===== config.mk =====
export PLATFORM = sky130hd
export DESIGN_NAME = mem_wb_top
export DESIGN_NICKNAME = d
export VERILOG_FILES = /design/src/hw/mem_wb_pkg.sv /design/src/hw/stage_reg.sv /design/src/hw/ld_decode.sv /design/src/hw/ld_select.sv /design/src/hw/mem_stage.sv /design/src/hw/wb_stage.sv /design/src/hw/mem_wb_top.sv
export SDC_FILE = /design/constraint.sdc
export NUM_CORES = 1
export LEC_CHECK = 0
export ABC_AREA = 1
export BUFFER_PORTS_ARGS = -buffer_cell sky130_fd_sc_hd__buf_2
export CAP_MARGIN = 20
export CORE_UTILIZATION = 38
export CTS_BUF_LIST = sky130_fd_sc_hd__clkbuf_8
export CTS_CLUSTER_SIZE = 8
export DETAILED_ROUTE_END_ITERATION = 10
export PLACE_DENSITY = 0.61
export SKIP_CTS_REPAIR_TIMING = 1
export SLEW_MARGIN = 0
export SYNTH_ARGS = -nofsm -noshare
export SYNTH_HDL_FRONTEND = slang
export SYNTH_SLANG_ARGS = --single-unit

===== constraint.sdc =====
create_clock -name clk -period 6.9 [get_ports clk]
set_clock_uncertainty 0.05 [all_clocks]
set_input_delay 0.345 -clock clk [delete_from_list [all_inputs] [get_ports clk]]
set_output_delay 0.345 -clock clk [all_outputs]
set_load 0.005 [all_outputs]

===== src/hw/mem_wb_pkg.sv =====
package mem_wb_pkg;

    // one-hot load kind, all zero when not a load
    typedef logic [6:0] ld_op_t;

    localparam int LD_LB  = 0;
    localparam int LD_LBU = 1;
    localparam int LD_LH  = 2;
    localparam int LD_LHU = 3;
    localparam int LD_LW  = 4;
    localparam int LD_LWL = 5;
    localparam int LD_LWR = 6;

    // one-hot extension of the rotated load word
    typedef logic [4:0] extd_op_t;

    localparam int EXTD_SB = 0;
    localparam int EXTD_ZB = 1;
    localparam int EXTD_SH = 2;
    localparam int EXTD_ZH = 3;
    localparam int EXTD_W  = 4;

    typedef logic [7:0] exc_type_t;

    // data address error on load
    localparam int EXC_ADEL = 5;
    // instruction fetch address error, raised upstream
    localparam int EXC_ADEF = 6;

    typedef struct packed {
        logic        store_op;
        logic        bd;
        logic        exc;
        exc_type_t   exc_type;
        logic        eret;
        logic        cp0_wen;
        logic        res_from_cp0;
        logic [7:0]  cp0_addr;
        logic        res_from_mem;
        ld_op_t      ld_op;
        extd_op_t    extd_op;
        logic        gr_we;
        logic [4:0]  dest;
        logic [31:0] alu_result;
        logic [31:0] pc;
    } es_to_ms_t;

    typedef struct packed {
        logic [31:0] badvaddr;
        logic        bd;
        logic        exc;
        exc_type_t   exc_type;
        logic        eret;
        logic        cp0_wen;
        logic        res_from_cp0;
        logic [7:0]  cp0_addr;
        logic [3:0]  rf_be;
        logic [4:0]  dest;
        logic [31:0] result;
        logic [31:0] pc;
    } ms_to_ws_t;

    typedef struct packed {
        logic       busy;
        logic [3:0] rf_be;
        logic [4:0] dest;
    } stall_bus_t;

    typedef struct packed {
        logic        valid;
        logic [31:0] value;
    } fwd_bus_t;

endpackage


===== src/hw/stage_reg.sv =====
`timescale 1ns/1ps

module stage_reg #(
    parameter type payload_t = logic [31:0]
) (
    input  logic     clk,
    input  logic     reset,
    input  logic     flush,
    input  logic     in_valid,
    input  payload_t in_payload,
    input  logic     ready_go,
    input  logic     out_allowin,
    output logic     in_allowin,
    output logic     out_valid,
    output logic     valid,
    output payload_t payload
);

    assign in_allowin = !valid || (ready_go && out_allowin);
    assign out_valid  = valid && ready_go;

    always_ff @(posedge clk) begin
        if (reset) begin
            valid <= 1'b0;
        end else if (flush) begin
            valid <= 1'b0;
        end else if (in_allowin) begin
            valid <= in_valid;
        end
    end

    // payload only moves on a transfer
    always_ff @(posedge clk) begin
        if (in_valid && in_allowin) begin
            payload <= in_payload;
        end
    end

endmodule


===== src/hw/ld_decode.sv =====
`timescale 1ns/1ps

module ld_decode import mem_wb_pkg::*; (
    input  ld_op_t     ld_op,
    input  logic [1:0] addr,
    input  logic       gr_we,
    output logic [3:0] rshift,
    output logic [3:0] rf_be,
    output logic       adel
);

    logic [1:0] amount;
    logic [3:0] be_raw;

    // lwl pulls the addressed byte up into byte 3
    always_comb begin
        if (ld_op[LD_LWL]) begin
            amount = addr + 2'd1;
        end else if (ld_op[LD_LW]) begin
            amount = 2'd0;
        end else begin
            amount = addr;
        end
    end

    assign rshift = 4'b0001 << amount;

    always_comb begin
        if (!gr_we) begin
            be_raw = 4'b0000;
        end else if (ld_op[LD_LWL]) begin
            case (addr)
                2'd0:    be_raw = 4'b1000;
                2'd1:    be_raw = 4'b1100;
                2'd2:    be_raw = 4'b1110;
                default: be_raw = 4'b1111;
            endcase
        end else if (ld_op[LD_LWR]) begin
            case (addr)
                2'd0:    be_raw = 4'b1111;
                2'd1:    be_raw = 4'b0111;
                2'd2:    be_raw = 4'b0011;
                default: be_raw = 4'b0001;
            endcase
        end else begin
            be_raw = 4'b1111;
        end
    end

    assign adel  = ((ld_op[LD_LH] || ld_op[LD_LHU]) && addr[0])
                || (ld_op[LD_LW] && (addr != 2'd0));
    assign rf_be = adel ? 4'b0000 : be_raw;

endmodule


===== src/hw/ld_select.sv =====
`timescale 1ns/1ps

module ld_select import mem_wb_pkg::*; (
    input  logic [3:0]  rshift,
    input  extd_op_t    extd_op,
    input  logic [31:0] rdata,
    output logic [31:0] result
);

    logic [31:0] rotated;

    // rotate right by whole bytes
    always_comb begin
        case (rshift)
            4'b0010: rotated = {rdata[7:0],  rdata[31:8]};
            4'b0100: rotated = {rdata[15:0], rdata[31:16]};
            4'b1000: rotated = {rdata[23:0], rdata[31:24]};
            default: rotated = rdata;
        endcase
    end

    always_comb begin
        if (extd_op[EXTD_SB]) begin
            result = {{24{rotated[7]}}, rotated[7:0]};
        end else if (extd_op[EXTD_ZB]) begin
            result = {24'd0, rotated[7:0]};
        end else if (extd_op[EXTD_SH]) begin
            result = {{16{rotated[15]}}, rotated[15:0]};
        end else if (extd_op[EXTD_ZH]) begin
            result = {16'd0, rotated[15:0]};
        end else if (extd_op[EXTD_W]) begin
            // lwl and lwr merge through the byte enables
            result = rotated;
        end else begin
            result = 32'd0;
        end
    end

endmodule


===== src/hw/mem_stage.sv =====
`timescale 1ns/1ps

module mem_stage import mem_wb_pkg::*; (
    input  logic        clk,
    input  logic        reset,
    input  logic        flush,
    input  logic        es_valid,
    input  es_to_ms_t   es_bus,
    input  logic        ws_allowin,
    input  logic        data_sram_data_ok,
    input  logic [31:0] data_sram_rdata,
    output logic        es_allowin,
    output logic        ms_valid_out,
    output ms_to_ws_t   ms_bus,
    output stall_bus_t  stall_bus,
    output fwd_bus_t    fwd_bus,
    output logic [1:0]  es_exc_eret
);

    logic        ms_valid;
    logic        ms_ready_go;
    es_to_ms_t   ms_in;

    logic        data_ok_r;
    logic [31:0] rdata_r;

    logic [3:0]  rshift;
    logic [3:0]  rf_be;
    logic        adel;
    logic [31:0] load_result;
    logic [31:0] result;

    always_ff @(posedge clk) begin
        if (reset) begin
            data_ok_r <= 1'b0;
        end else begin
            data_ok_r <= data_sram_data_ok;
        end
    end

    always_ff @(posedge clk) begin
        rdata_r <= data_sram_rdata;
    end

    // memory ops wait for the registered data_ok
    assign ms_ready_go = !((ms_in.res_from_mem || ms_in.store_op) && !data_ok_r);

    stage_reg #(
        .payload_t (es_to_ms_t)
    ) u_stage_reg (
        .clk         (clk),
        .reset       (reset),
        .flush       (flush),
        .in_valid    (es_valid),
        .in_payload  (es_bus),
        .ready_go    (ms_ready_go),
        .out_allowin (ws_allowin),
        .in_allowin  (es_allowin),
        .out_valid   (ms_valid_out),
        .valid       (ms_valid),
        .payload     (ms_in)
    );

    ld_decode u_ld_decode (
        .ld_op  (ms_in.ld_op),
        .addr   (ms_in.alu_result[1:0]),
        .gr_we  (ms_in.gr_we),
        .rshift (rshift),
        .rf_be  (rf_be),
        .adel   (adel)
    );

    ld_select u_ld_select (
        .rshift  (rshift),
        .extd_op (ms_in.extd_op),
        .rdata   (rdata_r),
        .result  (load_result)
    );

    assign result = ms_in.res_from_mem ? load_result : ms_in.alu_result;

    always_comb begin
        ms_bus                   = '0;
        // fetch errors report the pc, data errors the address
        ms_bus.badvaddr          = ms_in.exc_type[EXC_ADEF] ? ms_in.pc : ms_in.alu_result;
        ms_bus.bd                = ms_in.bd;
        ms_bus.exc               = ms_in.exc || adel;
        ms_bus.exc_type          = ms_in.exc_type;
        ms_bus.exc_type[EXC_ADEL] = ms_in.exc_type[EXC_ADEL] || adel;
        ms_bus.eret              = ms_in.eret;
        ms_bus.cp0_wen           = ms_in.cp0_wen;
        ms_bus.res_from_cp0      = ms_in.res_from_cp0;
        ms_bus.cp0_addr          = ms_in.cp0_addr;
        ms_bus.rf_be             = rf_be;
        ms_bus.dest              = ms_in.dest;
        ms_bus.result            = result;
        ms_bus.pc                = ms_in.pc;
    end

    assign stall_bus.busy  = ms_valid && ms_in.gr_we;
    assign stall_bus.rf_be = {4{ms_valid}} & rf_be;
    assign stall_bus.dest  = ms_in.dest;

    // cp0 reads resolve later in wb
    assign fwd_bus.valid = ms_valid_out && !ms_in.res_from_cp0;
    assign fwd_bus.value = result;

    assign es_exc_eret = {2{ms_valid}} & {ms_bus.exc, ms_in.eret};

endmodule


===== src/hw/wb_stage.sv =====
`timescale 1ns/1ps

module wb_stage import mem_wb_pkg::*; (
    input  logic        clk,
    input  logic        reset,
    input  logic        ms_valid_in,
    input  ms_to_ws_t   ms_bus,
    output logic        ws_allowin,
    output logic        flush,
    output logic [3:0]  rf_we,
    output logic [4:0]  rf_waddr,
    output logic [31:0] rf_wdata,
    output logic        exc_valid,
    output exc_type_t   exc_type,
    output logic [31:0] exc_badvaddr,
    output logic [31:0] exc_epc,
    output logic        exc_bd
);

    logic      ws_valid;
    logic      rf_allowed;
    ms_to_ws_t ws_in;

    // always ready, each entry retires after one cycle
    stage_reg #(
        .payload_t (ms_to_ws_t)
    ) u_stage_reg (
        .clk         (clk),
        .reset       (reset),
        .flush       (flush),
        .in_valid    (ms_valid_in),
        .in_payload  (ms_bus),
        .ready_go    (1'b1),
        .out_allowin (1'b1),
        .in_allowin  (ws_allowin),
        .out_valid   (ws_valid),
        .valid       (),
        .payload     (ws_in)
    );

    assign flush = ws_valid && (ws_in.exc || ws_in.eret);

    // no register write for exceptions, eret or mtc0
    assign rf_allowed = ws_valid && !ws_in.exc && !ws_in.eret && !ws_in.cp0_wen;
    assign rf_we      = rf_allowed ? ws_in.rf_be : 4'b0000;
    assign rf_waddr   = ws_in.dest;
    assign rf_wdata   = ws_in.result;

    assign exc_valid    = ws_valid && ws_in.exc;
    assign exc_type     = ws_in.exc_type;
    assign exc_badvaddr = ws_in.badvaddr;
    assign exc_epc      = ws_in.pc;
    assign exc_bd       = ws_in.bd;

endmodule


===== src/hw/mem_wb_top.sv =====
`timescale 1ns/1ps

module mem_wb_top import mem_wb_pkg::*; (
    input  logic        clk,
    input  logic        reset,
    input  logic        es_valid,
    input  es_to_ms_t   es_bus,
    output logic        es_allowin,
    input  logic        data_sram_data_ok,
    input  logic [31:0] data_sram_rdata,
    output stall_bus_t  stall_bus,
    output fwd_bus_t    fwd_bus,
    output logic [1:0]  es_exc_eret,
    output logic [3:0]  rf_we,
    output logic [4:0]  rf_waddr,
    output logic [31:0] rf_wdata,
    output logic        exc_valid,
    output exc_type_t   exc_type,
    output logic [31:0] exc_badvaddr,
    output logic [31:0] exc_epc,
    output logic        exc_bd
);

    logic      flush;
    logic      ws_allowin;
    logic      ms_valid;
    ms_to_ws_t ms_bus;

    mem_stage u_mem_stage (
        .clk               (clk),
        .reset             (reset),
        .flush             (flush),
        .es_valid          (es_valid),
        .es_bus            (es_bus),
        .ws_allowin        (ws_allowin),
        .data_sram_data_ok (data_sram_data_ok),
        .data_sram_rdata   (data_sram_rdata),
        .es_allowin        (es_allowin),
        .ms_valid_out      (ms_valid),
        .ms_bus            (ms_bus),
        .stall_bus         (stall_bus),
        .fwd_bus           (fwd_bus),
        .es_exc_eret       (es_exc_eret)
    );

    wb_stage u_wb_stage (
        .clk          (clk),
        .reset        (reset),
        .ms_valid_in  (ms_valid),
        .ms_bus       (ms_bus),
        .ws_allowin   (ws_allowin),
        .flush        (flush),
        .rf_we        (rf_we),
        .rf_waddr     (rf_waddr),
        .rf_wdata     (rf_wdata),
        .exc_valid    (exc_valid),
        .exc_type     (exc_type),
        .exc_badvaddr (exc_badvaddr),
        .exc_epc      (exc_epc),
        .exc_bd       (exc_bd)
    );

endmodule


## Yosys cells after proc, flatten, opt, wreduce, memory -nomap -nowiden

Cells that the tools add are included.

| word-level totals | value |
|---|---|
| flip-flop bits (word level) | 249 |
| bits of input ports | 141 |
| output and inout bits | 161 |
| logic and storage cells | 83 |

| cells by class | value |
|---|---|
| add/subtract/negate cells | 1 |
| equality and inequality tests | 5 |
| shifts and indexed selects | 1 |
| multiplexer cells | 17 |
| bitwise gates (word level) | 2 |
| reductions and logical operators | 29 |

Operators by type and width:

| cell | count |
|---|---|
| 32-bit 2-to-1 mux | 7 |
| 32-bit case mux with 3 select lines | 1 |
| 4-bit 2-to-1 mux | 5 |
| 1-bit logical AND | 12 |
| 4-bit case mux with 3 select lines | 1 |
| 3-bit case mux with 3 select lines | 1 |
| 1-bit zero test | 7 |
| 1-bit logical OR | 7 |
| 4-bit AND | 1 |
| 4-bit by 2-bit equality test with 1-bit output (second input constant) | 1 |
| 4-bit by 3-bit equality test with 1-bit output (second input constant) | 1 |
| 4-bit equality test (second input constant) | 1 |
| 2-bit 2-to-1 mux | 2 |
| 1-bit by 2-bit left shift with 4-bit output (first input constant) | 1 |
| 2-bit by 1-bit adder with 2-bit output (second input constant) | 1 |
| 2-bit AND | 1 |
| 2-bit by 1-bit equality test with 1-bit output (second input constant) | 1 |
| 2-bit equality test (second input constant) | 1 |
| 2-bit zero test | 1 |
| 2-bit nonzero test | 1 |
| 2-bit OR reduction | 1 |

## Logic depth before layout (Yosys ltp)

| depth | value |
|---|---|
| word-level depth | 11 |
| depth in mapped cells | 14 |
| gate-level depth less buffers | 12 |

## Modules after synthesis

Synthesis repeated with hierarchy kept, for this count alone.

| second synthesis, totals | value |
|---|---|
| cell total of the unflattened synthesis | 943 |
| area total of the unflattened synthesis | 10834.1 um^2 |

By module, submodules not included:

| module | times used | cells an instance | area an instance (um^2) | sequential area each (um^2) |
|---|---|---|---|---|
| stage_reg (u_wb_stage.u_stage_reg) | 1 | 135 | 3842.4 | 3803.6 |
| stage_reg (u_mem_stage.u_stage_reg) | 1 | 114 | 3211.8 | 3173.0 |
| mem_stage | 1 | 300 | 1984.4 | 660.6 |
| ld_select | 1 | 339 | 1524.0 | 0.0 |
| ld_decode | 1 | 39 | 203.9 | 0.0 |
| wb_stage | 1 | 16 | 67.6 | 0.0 |

## Worst setup path before layout

Ideal clock, no wire load.

| path | value |
|---|---|
| path kind | flip-flop to output port |
| start point | reg u_mem_stage.u_stage_reg.payload[82] in the netlist's numbering |
| end point | out fwd_bus[32] in the netlist's numbering |
| arrival | 6.154 ns |
| slack | 0.351 ns |
| cell stages (with the launch flop) | 7 |
| path through | edfxtp_1 -> buf_2 -> nor2_1 -> nor2_1 -> nor2_1 -> inv_1 -> nor2_1 |

RTL lines:

| item | line | source |
|---|---|---|
| from (decl) | stage_reg.sv:16 | `output payload_t payload` |
| from (signal assigned) | stage_reg.sv:35 | `payload <= in_payload;` |
| to (decl) | mem_wb_top.sv:12 | `output fwd_bus_t fwd_bus,` |

==> results.md <==
* Outcome: completed
* Num rows at 61
* DRT Wirelength at 25.7 mm
* Syn_nets at 1016
* Vias in the first global route at 6408
* I/O Buffers at 291
* CTS tree: built
* Post-Syn Area at 10700 sq um
* Placed insts at 1369
* Routed wire per std cell at 16.3 um
* Max cap viols at 0
* Total number of vias at 7135
* First-pass GRT wire length at 35.9 mm
* Post-Syn Area per Cell at 12.3 sq um
* Peak Freq at 0.237 GHz
* Ant diodes at 0
* Most frequent cells in the layout: buf_2 (291), edfxtp_1 (212), dlygate4sd3_1 (129)
* Final WS setup at 2.69 ns
* Clk root buf: clkbuf_8
* Detail Placement HPWL at 17.0 mm
* Maximum VDD drop at 121 uV
* Commonest non-fill, non-tap cell in the layout: buf_2
* Final Max Slew Viols at 0
* Clk buf depth at 3
* Seq/Total Area, Yosys at 0.662
* CP max stage delay at 0.52 ns
* Initial Util at 0.385
* Final setup fails at 0
* Worst-Margin Slew at 1.08 ns
* FILL cells at 2518
* Crit path time final at 4.21 ns
* Top delay family on crit path: simple AND/OR/NAND/NOR gates
* LEAKAGE at 0.00558 uW
* Crit Path Category: flip-flop to output port
* CP Capture Type: output port
* Drt pass-1 iters at 4
* Initial antenna violation count at 0
* Die ar. at 28800 sq um
* P&R area growth vs syn at 25.6%
* Layout cells sized above 1 at 0.339
* Tot GR Track Use at 0.166
* Cells after Synth at 871
* Final Hold Viols at 0
* Largest net degree at the start of global routing at 74
* Core region area at 27700 sq um
* Grt ovf at 0
* Crit-path max FO at 42
* Pwr Density at 246 nW/um^2
* Clock sinks at 247
* Power, Total at 3310 uW
* Synth Area in Compound Gates at 0.0665
* Slew headroom at 0.280
* DIE HEIGHT at 170 um
* Arrival @ worst endpoint at 3.82 ns
* Horiz. Die Dim at 170 um
* Routability congestion estimate at 0.839
* Period utilisation layout at 0.610
* Unrepaired setup endpoints after global routing: no
* Num CTS Buffers at 42
* CP bufs+invs at 4
* CP required at 6.50 ns
* Clock Pin Slew Worst Setup and Hold Paths at 0.06 ns
* # IOs at 302
* Setup TNS at 0 ns
* Distinct cells, synth at 36
* Crit-path cells: inv_1 > ha_1 > inv_1 > nand2_1 > nand2_4 > nand2_2 > or2_1 > nand3_1 > nand2_1 > inv_2 > a21oi_1 > buf_2
* Worst path slowest cell: inv_2
* Final ANT Viol Nets at 0
* Post-layout nets at 1311
* Adder-Cell Fraction of Synth Area at 0.00469
* Clk_lat worst skew at 0.55 ns
* Placement Setup Slack at 3.18 ns
* Layout Cells excl Fill at 1574
* Initial drt markers at 560
* Fin Hold WS at 0.0858 ns
* #FFs+latches synth at 247
* Drc violations at 0
* H-tree depth at 2
* Mux cell area share after synthesis at 0.0253
* Post-Synth XOR/XNOR Area at 0
* Vias/cell at 4.53
* Yosys synthesis warning count at 0
* Tightest Hold Check Type: input pin to flip-flop
* Main combinational cell family by area after synthesis: buffers and inverters
* Worst setup SP type: flip-flop
* Synth Area in Simple Gates at 0.0997
metrics by stage:
| step | utilization | instance area (sq um) |
|---|---|---|
| finish | 0.484 | 13400 |
| global route | 0.484 | 13400 |
| CTS | 0.436 | 12100 |
| detailed placement | 0.411 | 11400 |
| global placement | 0.411 | 11400 |
| floorplan | - | 10700 |
Yosys cell counts:
master,number,share of area
o211ai_1,10,0.0070
nand2_2,4,0.0023
a31oi_2,1,0.0012
or2_2,2,0.0012
o41ai_1,1,0.00082
nor3_1,5,0.0023
and2_1,1,0.00059
edfxtp_1,212,0.60
nor2_2,2,0.0012
inv_2,2,0.00070
nor4_1,2,0.0012
o21ai_0,50,0.023
inv_1,59,0.021
clkbuf_1,9,0.0032
a21oi_2,20,0.016
dfxtp_1,35,0.066
clkinv_1,1,0.00035
ha_1,4,0.0047
o22ai_1,4,0.0023
o21ai_1,9,0.0042
buf_2,7,0.0033
a211oi_1,1,0.00070
nand2_4,1,0.0011
nand3_1,70,0.033
nand3_2,1,0.00094
a21oi_1,13,0.0061
o2111ai_1,1,0.00082
buf_4,155,0.11
mux2_2,24,0.025
nor2_8,1,0.0019
o21bai_1,5,0.0035
nand2_1,108,0.038
buf_1,2,0.00070
buf_6,4,0.0042
nor2_1,43,0.015
or2_1,2,0.0012
tightest hold or removal path, cell delays in order:
cell and delay [ns]:
buf_2 0.08, nand2_1 0.09, a21oi_1 0.13
path summary, 6_finish.rpt:
check | from | endpoint | slack [ns] | depth (start not counted)
hold / removal | es_valid | u_mem_stage.u_stage_reg.valid | 0.09 | 3
hold reg to reg | u_mem_stage.u_stage_reg.payload[94] | u_wb_stage.u_stage_reg.payload[84] | 0.36 | 0
setup reg to reg | u_mem_stage.u_stage_reg.payload[32] | u_wb_stage.u_stage_reg.payload[63] | 3.45 | 11
setup / recovery | u_mem_stage.u_stage_reg.payload[32] | fwd_bus[31] | 2.69 | 12
cell type report:
| cell class | instances | area, sq um | share of cell area |
|---|---|---|---|
| Clock buffer | 42 | 578 | 0.0431 |
| Sequential cell | 247 | 7070 | 0.527 |
| Inverter | 62 | 235 | 0.0175 |
| Multi-Input combinational cell | 385 | 2100 | 0.157 |
| Clock inverter | 32 | 134 | 0.00998 |
| Tap cell | 378 | 473 | 0.0352 |
| Timing Repair Buffer | 428 | 2830 | 0.211 |
state kept, by name, summed over array words and instances (netlist names):
name / count
u_mem_stage.u_stage_reg.valid: 1
u_mem_stage.data_ok_r: 1
u_mem_stage.rdata_r: 32
u_wb_stage.u_stage_reg.valid: 1
u_mem_stage.u_stage_reg.payload: 95
u_wb_stage.u_stage_reg.payload: 117
layer usage:
metal | GRT usage | vias to the layer above | part of all wire
met5 | 0 | - | 0
met4 | 0.0709 | 0 | 0.028
met3 | 0.0413 | 63 | 0.067
met2 | 0.280 | 281 | 0.49
met1 | 0.202 | 3321 | 0.42
li1 | - | 3470 | -
power by group:
part	internal (uW)	total [uW]	switching, uW
clock	566	1140	572
sequential	1720	1760	33.4
combinational	180	412	232
total	2470	3310	838
cells by family after synthesis:
kind of cell             Yosys count
adder cells (fa/ha/maj)            4
flip-flops                       247
multiplexers                      24
buffers and inverters            239
AND/OR/NAND/NOR                  242
AO/OA/AOI/OAI                    115
Power figures use the tool's default switching activity.
